`src/rtl/spi_cmd_settings.svh`:
```
`ifndef SPI_CMD_SETTINGS_SVH
`define SPI_CMD_SETTINGS_SVH

// link
`define SPI_NIB_W       4

// geometry payloads
`define VERT_W          108     // 3 x 32-bit coords + 3 x 4-bit attrs
`define VIDX_W          12      // element count, also corner index
`define TRI_W           36      // three corner indices
`define BUF_ID_W        8

// memory sizes in elements
`define VERT_MEM_DEPTH  8192
`define TRI_MEM_DEPTH   8192

`define SETTLE_CYCLES   8       // after cs_n falls
`define TURN_CYCLES     3       // before the reply

`endif

```
`src/rtl/geom_pkg.sv`:
```
`include "spi_cmd_settings.svh"

package geom_pkg;

    // x, y, z then three attribute nibbles, msb first
    typedef logic [`VERT_W-1:0] vertex_t;

    // corner indices v0, v1, v2, each VIDX_W wide
    typedef logic [`TRI_W-1:0] tri_t;

    typedef logic [`VIDX_W-1:0] elem_count_t;

    typedef logic [`BUF_ID_W-1:0] buf_id_t;

    typedef logic [$clog2(`VERT_MEM_DEPTH)-1:0] mem_addr_t;

endpackage

```
`src/rtl/proto_pkg.sv`:
```
package proto_pkg;

    typedef enum logic [3:0] {
        OP_CREATE_VERT = 4'd1,
        OP_CREATE_TRI  = 4'd2
    } opcode_e;

    typedef enum logic [3:0] {
        ST_OK             = 4'd0,
        ST_OUT_OF_MEMORY  = 4'd1,
        ST_INVALID_OPCODE = 4'd2
    } status_e;

    typedef enum logic [2:0] {
        S_OPCODE,
        S_COUNT,
        S_ELEM,
        S_REPLY     // waiting for the reply to go out
    } seq_state_e;

endpackage

```
`src/rtl/buffer_allocator.sv`:
```
`timescale 1ns/1ns

module buffer_allocator
    import geom_pkg::*;
#(
    parameter int MEM_DEPTH = 8192
) (
    input  logic        sck,
    input  logic        rst,
    input  logic        alloc,
    input  elem_count_t count,
    output buf_id_t     id,
    output mem_addr_t   base,
    output logic        oom
);

    // one spare bit so a completely filled memory is still visible
    localparam int BW = $bits(mem_addr_t) + 1;

    logic [BW-1:0] next_base;
    logic [BW-1:0] end_addr;

    assign end_addr = next_base + BW'(count);
    assign oom      = end_addr > BW'(MEM_DEPTH);
    assign base     = next_base[BW-2:0];

    // id and base show the pending allocation until alloc takes it
    always_ff @(posedge sck or posedge rst) begin
        if (rst) begin
            id        <= '0;
            next_base <= '0;
        end else if (alloc) begin
            id <= id + 1'b1;    // id is spent even on failure
            if (!oom)
                next_base <= end_addr;
        end
    end

endmodule

```
`src/rtl/cmd_sequencer.sv`:
```
`timescale 1ns/1ns
`include "spi_cmd_settings.svh"

module cmd_sequencer
    import geom_pkg::*;
    import proto_pkg::*;
(
    input  logic                  sck,
    input  logic                  rst,
    input  logic                  ready,
    input  logic                  cs_n,
    input  logic [`SPI_NIB_W-1:0] spi_din,
    // nibble shifters
    output logic                  shift_clear,
    output logic                  cnt_shift_en,
    output logic                  vert_shift_en,
    output logic                  tri_shift_en,
    input  logic                  cnt_full,
    input  logic                  vert_full,
    input  logic                  tri_full,
    input  elem_count_t           count,
    // allocators
    output logic                  vert_alloc,
    output logic                  tri_alloc,
    input  buf_id_t               vert_id,
    input  buf_id_t               tri_id,
    input  logic                  vert_oom,
    input  logic                  tri_oom,
    // geometry strobes
    output logic                  vert_hdr_valid,
    output logic                  vert_valid,
    output logic                  tri_hdr_valid,
    output logic                  tri_valid,
    output logic                  payload_done,
    // reply
    output logic                  reply_start,
    output buf_id_t               reply_id,
    output status_e               reply_status,
    output logic                  id_en,
    input  logic                  reply_done
);

    seq_state_e  state;
    logic        is_tri;
    logic        oom_r;
    logic        elem_full;
    elem_count_t elem_cnt;

    assign shift_clear   = (state == S_OPCODE);
    assign cnt_shift_en  = ready && (state == S_COUNT);
    assign vert_shift_en = ready && (state == S_ELEM) && !is_tri;
    assign tri_shift_en  = ready && (state == S_ELEM) && is_tri;
    assign elem_full     = is_tri ? tri_full : vert_full;

    // allocation is taken while the header is on the bus
    assign vert_alloc = vert_hdr_valid;
    assign tri_alloc  = tri_hdr_valid;

    always_ff @(posedge sck or posedge rst) begin
        if (rst) begin
            state          <= S_OPCODE;
            is_tri         <= 1'b0;
            oom_r          <= 1'b0;
            elem_cnt       <= '0;
            vert_hdr_valid <= 1'b0;
            tri_hdr_valid  <= 1'b0;
            vert_valid     <= 1'b0;
            tri_valid      <= 1'b0;
            payload_done   <= 1'b0;
            reply_start    <= 1'b0;
            reply_id       <= '0;
            reply_status   <= ST_OK;
            id_en          <= 1'b0;
        end else begin
            vert_hdr_valid <= 1'b0;
            tri_hdr_valid  <= 1'b0;
            vert_valid     <= 1'b0;
            tri_valid      <= 1'b0;
            payload_done   <= 1'b0;
            reply_start    <= 1'b0;
            if (cs_n) begin
                state    <= S_OPCODE;   // frame ended, drop whatever was going on
                elem_cnt <= '0;
            end else begin
                case (state)
                    S_OPCODE: begin
                        if (ready) begin
                            case (opcode_e'(spi_din))
                                OP_CREATE_VERT: begin
                                    is_tri <= 1'b0;
                                    state  <= S_COUNT;
                                end
                                OP_CREATE_TRI: begin
                                    is_tri <= 1'b1;
                                    state  <= S_COUNT;
                                end
                                default: begin
                                    reply_status <= ST_INVALID_OPCODE;
                                    id_en        <= 1'b0;
                                    payload_done <= 1'b1;
                                    reply_start  <= 1'b1;
                                    state        <= S_REPLY;
                                end
                            endcase
                        end
                    end
                    S_COUNT: begin
                        if (cnt_full) begin
                            vert_hdr_valid <= !is_tri;
                            tri_hdr_valid  <= is_tri;
                            elem_cnt       <= '0;
                            state          <= S_ELEM;
                        end
                    end
                    S_ELEM: begin
                        if (vert_hdr_valid || tri_hdr_valid) begin
                            reply_id <= is_tri ? tri_id : vert_id;
                            oom_r    <= is_tri ? tri_oom : vert_oom;
                        end
                        if (elem_full) begin
                            // elements still consumed on oom, just not emitted
                            vert_valid <= !is_tri && !oom_r;
                            tri_valid  <= is_tri && !oom_r;
                            if (elem_cnt == count - 1'b1) begin
                                reply_status <= oom_r ? ST_OUT_OF_MEMORY : ST_OK;
                                id_en        <= 1'b1;
                                payload_done <= 1'b1;
                                reply_start  <= 1'b1;
                                elem_cnt     <= '0;
                                state        <= S_REPLY;
                            end else begin
                                elem_cnt <= elem_cnt + 1'b1;
                            end
                        end
                    end
                    S_REPLY: begin
                        if (reply_done)
                            state <= S_OPCODE;
                    end
                    default: state <= S_OPCODE;
                endcase
            end
        end
    end

endmodule

```
`src/rtl/link_settle.sv`:
```
`timescale 1ns/1ns
`include "spi_cmd_settings.svh"

module link_settle (
    input  logic sck,
    input  logic rst,
    input  logic cs_n,
    input  logic payload_done,
    output logic ready,
    output logic turn_done
);

    localparam int SCW = $clog2(`SETTLE_CYCLES + 1);
    localparam int TCW = $clog2(`TURN_CYCLES + 1);

    logic [SCW-1:0] settle_cnt;
    logic [TCW-1:0] turn_cnt;
    logic           pausing;
    logic           locked;     // payload seen, hold off until cs_n rises

    always_ff @(posedge sck or posedge rst) begin
        if (rst) begin
            settle_cnt <= '0;
            turn_cnt   <= '0;
            pausing    <= 1'b0;
            locked     <= 1'b0;
            ready      <= 1'b0;
            turn_done  <= 1'b0;
        end else begin
            turn_done <= 1'b0;
            if (cs_n) begin
                settle_cnt <= '0;
                pausing    <= 1'b0;
                locked     <= 1'b0;
                ready      <= 1'b0;
            end else if (payload_done) begin
                ready    <= 1'b0;
                locked   <= 1'b1;
                pausing  <= 1'b1;
                turn_cnt <= TCW'(`TURN_CYCLES - 1);
            end else if (pausing) begin
                if (turn_cnt == '0) begin
                    pausing   <= 1'b0;
                    turn_done <= 1'b1;
                end else begin
                    turn_cnt <= turn_cnt - 1'b1;
                end
            end else if (!ready && !locked) begin
                if (settle_cnt == SCW'(`SETTLE_CYCLES - 1))
                    ready <= 1'b1;
                else
                    settle_cnt <= settle_cnt + 1'b1;
            end
        end
    end

endmodule

```
`src/rtl/nibble_shifter.sv`:
```
`timescale 1ns/1ns
`include "spi_cmd_settings.svh"

module nibble_shifter #(
    parameter type payload_t = logic [`SPI_NIB_W-1:0]
) (
    input  logic                  sck,
    input  logic                  rst,
    input  logic                  shift_en,
    input  logic                  clear,
    input  logic [`SPI_NIB_W-1:0] nib,
    output payload_t              payload,
    output logic                  full
);

    localparam int W    = $bits(payload_t);
    localparam int NIBS = W / `SPI_NIB_W;
    localparam int CW   = $clog2(NIBS + 1);

    logic [W-1:0]  sreg;
    logic [CW-1:0] nib_cnt;

    assign payload = payload_t'(sreg);
    assign full    = shift_en && (nib_cnt == CW'(NIBS - 1));   // completing shift

    // msb nibble arrives first
    always_ff @(posedge sck) begin
        if (shift_en)
            sreg <= (sreg << `SPI_NIB_W) | W'(nib);
    end

    always_ff @(posedge sck or posedge rst) begin
        if (rst) begin
            nib_cnt <= '0;
        end else if (clear) begin
            nib_cnt <= '0;
        end else if (shift_en) begin
            if (full)
                nib_cnt <= '0;
            else
                nib_cnt <= nib_cnt + 1'b1;
        end
    end

endmodule

```
`src/rtl/reply_serializer.sv`:
```
`timescale 1ns/1ns
`include "spi_cmd_settings.svh"

module reply_serializer
    import geom_pkg::*;
    import proto_pkg::*;
(
    input  logic                  sck,
    input  logic                  rst,
    input  logic                  turn_done,
    input  logic                  reply_start,
    input  logic                  id_en,
    input  buf_id_t               reply_id,
    input  status_e               reply_status,
    output logic [`SPI_NIB_W-1:0] spi_dout,
    output logic                  spi_oe,
    output logic                  reply_done
);

    buf_id_t    id_r;
    status_e    status_r;
    logic       id_en_r;
    logic [1:0] step;       // 1: id low next, 2: status next, 3: release
    logic       last_n;     // one full cycle wide, seen by exactly one rising edge

    always_ff @(negedge sck) begin
        if (reply_start) begin
            id_r     <= reply_id;
            status_r <= reply_status;
            id_en_r  <= id_en;
        end
    end

    always_ff @(negedge sck or posedge rst) begin
        if (rst) begin
            spi_dout <= '0;
            spi_oe   <= 1'b0;
            step     <= 2'd0;
            last_n   <= 1'b0;
        end else begin
            last_n <= 1'b0;
            if (!spi_oe) begin
                if (turn_done) begin
                    spi_oe <= 1'b1;
                    if (id_en_r) begin
                        spi_dout <= id_r[`BUF_ID_W-1 -: `SPI_NIB_W];
                        step     <= 2'd1;
                    end else begin
                        spi_dout <= status_r;   // status-only reply
                        step     <= 2'd3;
                    end
                end
            end else begin
                case (step)
                    2'd1: begin
                        spi_dout <= id_r[`SPI_NIB_W-1:0];
                        step     <= 2'd2;
                    end
                    2'd2: begin
                        spi_dout <= status_r;
                        step     <= 2'd3;
                    end
                    default: begin
                        spi_oe <= 1'b0;
                        step   <= 2'd0;
                        last_n <= 1'b1;
                    end
                endcase
            end
        end
    end

    always_ff @(posedge sck or posedge rst) begin
        if (rst)
            reply_done <= 1'b0;
        else
            reply_done <= last_n;
    end

endmodule

```
`src/rtl/spi_cmd_top.sv`:
```
`timescale 1ns/1ns
`include "spi_cmd_settings.svh"

module spi_cmd_top
    import geom_pkg::*;
    import proto_pkg::*;
(
    input  logic                  sck,
    input  logic                  rst,
    input  logic                  cs_n,
    input  logic [`SPI_NIB_W-1:0] spi_din,
    output logic [`SPI_NIB_W-1:0] spi_dout,
    output logic                  spi_oe,
    output logic                  vert_hdr_valid,
    output logic                  vert_valid,
    output buf_id_t               vert_id,
    output mem_addr_t             vert_base,
    output elem_count_t           vert_count,
    output vertex_t               vert_data,
    output logic                  tri_hdr_valid,
    output logic                  tri_valid,
    output buf_id_t               tri_id,
    output mem_addr_t             tri_base,
    output elem_count_t           tri_count,
    output tri_t                  tri_data
);

    logic        ready, payload_done, turn_done;
    logic        shift_clear, cnt_shift_en, vert_shift_en, tri_shift_en;
    logic        cnt_full, vert_full, tri_full;
    logic        vert_alloc, tri_alloc, vert_oom, tri_oom;
    logic        reply_start, id_en, reply_done;
    elem_count_t count;
    buf_id_t     reply_id;
    status_e     reply_status;

    // one count register serves both buffer kinds
    assign vert_count = count;
    assign tri_count  = count;

    link_settle u_settle (.sck, .rst, .cs_n, .payload_done, .ready, .turn_done);

    nibble_shifter #(.payload_t(elem_count_t)) u_cnt_shift (.sck, .rst,
        .shift_en(cnt_shift_en), .clear(shift_clear), .nib(spi_din),
        .payload(count), .full(cnt_full));
    nibble_shifter #(.payload_t(vertex_t)) u_vert_shift (.sck, .rst,
        .shift_en(vert_shift_en), .clear(shift_clear), .nib(spi_din),
        .payload(vert_data), .full(vert_full));
    nibble_shifter #(.payload_t(tri_t)) u_tri_shift (.sck, .rst,
        .shift_en(tri_shift_en), .clear(shift_clear), .nib(spi_din),
        .payload(tri_data), .full(tri_full));

    buffer_allocator #(.MEM_DEPTH(`VERT_MEM_DEPTH)) u_vert_alloc (.sck, .rst,
        .alloc(vert_alloc), .count, .id(vert_id), .base(vert_base), .oom(vert_oom));
    buffer_allocator #(.MEM_DEPTH(`TRI_MEM_DEPTH)) u_tri_alloc (.sck, .rst,
        .alloc(tri_alloc), .count, .id(tri_id), .base(tri_base), .oom(tri_oom));

    cmd_sequencer u_seq (.sck, .rst, .ready, .cs_n, .spi_din,
        .shift_clear, .cnt_shift_en, .vert_shift_en, .tri_shift_en,
        .cnt_full, .vert_full, .tri_full, .count,
        .vert_alloc, .tri_alloc, .vert_id, .tri_id, .vert_oom, .tri_oom,
        .vert_hdr_valid, .vert_valid, .tri_hdr_valid, .tri_valid, .payload_done,
        .reply_start, .reply_id, .reply_status, .id_en, .reply_done);

    reply_serializer u_reply (.sck, .rst, .turn_done, .reply_start, .id_en,
        .reply_id, .reply_status, .spi_dout, .spi_oe, .reply_done);

endmodule

```
`config.mk`:
```
export PLATFORM = sky130hd
export DESIGN_NAME = spi_cmd_top
export DESIGN_NICKNAME = d
export VERILOG_FILES = /design/src/rtl/geom_pkg.sv /design/src/rtl/proto_pkg.sv /design/src/rtl/buffer_allocator.sv /design/src/rtl/cmd_sequencer.sv /design/src/rtl/link_settle.sv /design/src/rtl/nibble_shifter.sv /design/src/rtl/reply_serializer.sv /design/src/rtl/spi_cmd_top.sv
export VERILOG_INCLUDE_DIRS = /design/src /design/src/rtl
export SDC_FILE = /design/constraint.sdc
export NUM_CORES = 1
export LEC_CHECK = 0
export ABC_AREA = 1
export BUFFER_PORTS_ARGS = -buffer_cell sky130_fd_sc_hd__buf_2
export CAP_MARGIN = 40
export CORE_MARGIN = 5
export CORE_UTILIZATION = 40
export CTS_BUF_LIST = sky130_fd_sc_hd__clkbuf_16
export DETAILED_ROUTE_END_ITERATION = 8
export GPL_ROUTABILITY_DRIVEN = 0
export SLEW_MARGIN = 20
export SYNTH_ARGS = -nofsm -noshare
export SYNTH_HDL_FRONTEND = slang
export SYNTH_HIERARCHICAL = 1
export SYNTH_SLANG_ARGS = --single-unit
```
`constraint.sdc`:
```
create_clock -name sck -period 28.5 [get_ports sck]
set_clock_uncertainty 0.15 [all_clocks]
set_input_delay 1.425 -clock sck [delete_from_list [all_inputs] [get_ports sck]]
set_output_delay 1.425 -clock sck [all_outputs]
set_load 0.03 [all_outputs]
```
* After elaboration in Yosys (flattened, before gate mapping)
Index checks and enable logic that the tools add are counted.
Widths: inputs -> output; s select.
** Word-level totals
- Register bits :: 278
- Input bits :: 7
- Output and inout bits :: 219
- Logic and storage cells :: 215
** Cells by class
- $add $sub $neg :: 11
- $lt $le $gt $ge :: 2
- Equal/unequal tests :: 27
- Multiplexer cells :: 91
- Bitwise gates (word level) :: 6
- Reduce and logical (&&, ||, !) cells :: 42
** Operators with widths (count)
- $or 108x4->108 :: 1
- $mux 4 :: 15
- $mux 12 :: 4
- $mux 1 :: 44
- $or 36x4->36 :: 1
- $add 14x12->14 :: 2
- $gt 14x14->1 const B :: 2
- $pmux 12 s2 :: 1
- $mux 2 :: 10
- $mux 3 :: 6
- $reduce_bool 2->1 :: 9
- $add 8x1->8 const B :: 2
- $pmux 4 s2 :: 2
- $mux 5 :: 3
- $add 12x1->12 const B :: 1
- $eq 12x12->1 :: 1
- $ne 3x2->1 const B :: 4
- $or 12x4->12 :: 1
- $pmux 3 s4 :: 1
- $reduce_and 3->1 :: 4
- $sub 12x1->12 const B :: 1
- $logic_and 1x1->1 :: 10
- $ne 2x2->1 const B :: 5
- $ne 3x3->1 const B :: 3
- 28 further kinds :: 46

* Logic depth before layout (Yosys ltp)
- Depth after elaboration :: 8
- Depth in mapped cells :: 17

* By module
Netlist, hierarchy kept.
** Modules (own cells, without submodules)
- buffer_allocator :: times used 2, cells each 301, area an instance 1980.6 µm²
- nibble_shifter at u_vert_shift :: times used 1, cells each 153, area an instance 3567.2 µm²
- cmd_sequencer :: times used 1, cells each 313, area an instance 2263.4 µm²
- nibble_shifter at u_tri_shift :: times used 1, cells each 75, area an instance 1343.8 µm²
- reply_serializer :: times used 1, cells each 97, area an instance 970.9 µm²
- link_settle :: times used 1, cells each 55, area an instance 471.7 µm²
- nibble_shifter at u_cnt_shift :: times used 1, cells each 27, area an instance 465.4 µm²
- spi_cmd_top :: times used 1, cells each 12, area an instance 90.1 µm²

==> metrics.csv <==
metric;value;unit
outcome;completed;
hold_buffers;0;
slew_violations;0;
initialDrtViolationCount;426;
ant_nets;0;
yosys_most_used_dff;edfxtp_1;
port_buffers;225;
antenna_found_initial;0;
final_nets;1607;
hold_end;u_reply/spi_dout[2]$_DFFE_NP0P_;
antennaDiodeCount;0;
via_count;9410;
syn_area_per_cell;9.85;um2
ys_seq_area_share;58.8;%
drt-wirelength-per-cell;14.9;um
hp-start;u_reply/spi_dout[2]$_DFFE_NP0P_;
die_w;191;um
netlist-cell-type-count;42;
cts_num_sinks;275;
grt_pass1_wl;48800;um
grt_max_degree;48;
clockBufferDepth;3;
dr.pass1.iters;5;
finalNonFillerCells;2023;
track_usage;16.5;%
syn_area;13100;um2
dp.cells;1951;
fin_util;48.0;%
critPathArrivalTime;15710;ps
critPathKind;register to primary output;
synth_edf_count;169;
cts_resized;0;
critPathSlowestCell;dfrtn_1;
yosysWarnings;6;
clock_latency;570;ps
path_buf_inv;1;
die_h;191;um
required;26920;ps
drv_cap;0;
finalSetupTns;0;ps
row_count;66;
path_clk_slew;50;ps
total_power;0.928;mW
initial_core_util;40.5;%
slew_headroom;50.1;%
r2r-end;u_reply/id_r[1]$_DFFE_NP_;
rsz0062_at_grt;no;
cts_tree;yes;
power_density;59.6;nW/um2
reg2reg_from;u_seq/reply_start$_DFF_PP0_;
final_common_cell;nand2_1;
cp_max_fo;9;
critPathCaptureType;primary output;
synthCells;1334;
routed_via_density;4.65;
drive_gt1_share;24.0;%
h-tree-depth;2;
drc;0;
holdPathStages;2;
grt_overflow;0;
setup_viol;0;
crit_chain;buf_2;
dieArea;36600;um2
syn_to_final_growth;18.6;%
clock-root-buffer;clkbuf_16;
ys_seq_elements;275;
hold_class;register to register;
report.final.hold_viol_count;0;
slowest_delay;640;ps
path_delay_family;flip-flops;
max-vdd-ir-drop;0.0420;mV
io-pin-count;226;
layout_common_cells;nand2_1, buf_2, inv_1;
async_flop_share;38.5;%
coreArea;32500;um2
numCtsBuffers;34;
wl;30100;um
start_kind;register;
rrSetupSlack;13100;ps
cp.depth;1;
p_leak;7.57;nW
post-cts-setup-buffer-count;0;
r2r_cells;0;
dpl.hpwl;21900;um
tightest_slew;748;ps
grt_pass1_vias;9497;
[area by class of cell]
cell class | instances | area [um2]
clock buffers | 34 | 851
clock inverters | 39 | 254
fillers | 3013 | 16900
inverters | 209 | 792
multi-input cells | 790 | 4170
flip-flops and latches | 275 | 7730
well taps | 442 | 553
repair buffers | 234 | 1230
[per-stage QoR]
stage               area (um2)  hold slack (ps)  setup WS (ps)
global placement         14400              275          11750
finish                   15600              271          11220
CTS                      15600              273          11190
global route             15600              296          11120
floorplan                13100              287          12110
detailed placement       14500              270          11740
[state kept, by name, summed over array words and instances (netlist names), 5 cells and up]
name,flops
u_cnt_shift/payload,12
u_reply/id_r,8
u_seq/elem_cnt,12
u_seq/reply_id,8
u_tri_alloc/id,8
u_tri_alloc/next_base,14
u_tri_shift/payload,36
u_vert_alloc/id,8
u_vert_alloc/next_base,14
u_vert_shift/nib_cnt,5
u_vert_shift/payload,108
[Yosys cell counts, drive strengths merged (11+ instances only)]
| master | n | area, um2 |
|---|---|---|
| dfrtp | 98 | 2450 |
| ha | 41 | 513 |
| nor3 | 13 | 75.1 |
| nor2 | 87 | 448 |
| xor2 | 17 | 149 |
| nand3 | 113 | 606 |
| edfxtp | 169 | 5070 |
| o21ai | 23 | 115 |
| a21oi | 28 | 140 |
| nand2 | 400 | 1600 |
| xnor2 | 11 | 96.3 |
| inv | 210 | 796 |
| buf | 55 | 432 |
| nand4 | 27 | 181 |
[worst max path at each step]
stage,startpoint,end
3_3_place_gp,u_reply/spi_oe$_DFF_NP0_,spi_oe
6_report,u_reply/spi_oe$_DFF_NP0_,spi_oe
5_1_grt,u_reply/spi_oe$_DFF_NP0_,spi_oe
2_1_floorplan,u_reply/spi_oe$_DFF_NP0_,spi_oe
4_1_cts,u_reply/spi_oe$_DFF_NP0_,spi_oe
3_5_place_dp,u_reply/spi_oe$_DFF_NP0_,spi_oe
[power breakdown]
part | internal (mW) | leakage, nW | switching [mW]
sequential | 0.432 | 2.94 | 0.00762
clock | 0.234 | 0.614 | 0.176
combinational | 0.0227 | 4.01 | 0.0557
[routing by layer]
metal	wire length (um)	GRT usage (%)	share of wire, %
met1	13100	21.1	43
met3	1750	3.31	5.8
met4	708	5.14	2.4
met2	14600	28.2	48
met5	0	0	0
[cells by family (layout without fill, tap and decap cells)]
logic type,Yosys count,count (layout),share of synthesized area [%]
AOI/OAI and AO/OA,66,66,2.88
xor gates and xnor gates,28,28,1.87
adders and majority gates,43,43,4.21
buffers and inverters,270,516,9.49
DFF,275,275,58.8
other,1,2,0.0286
and+or+nand+nor,651,651,22.7
(Power assumes the default switching activity.)
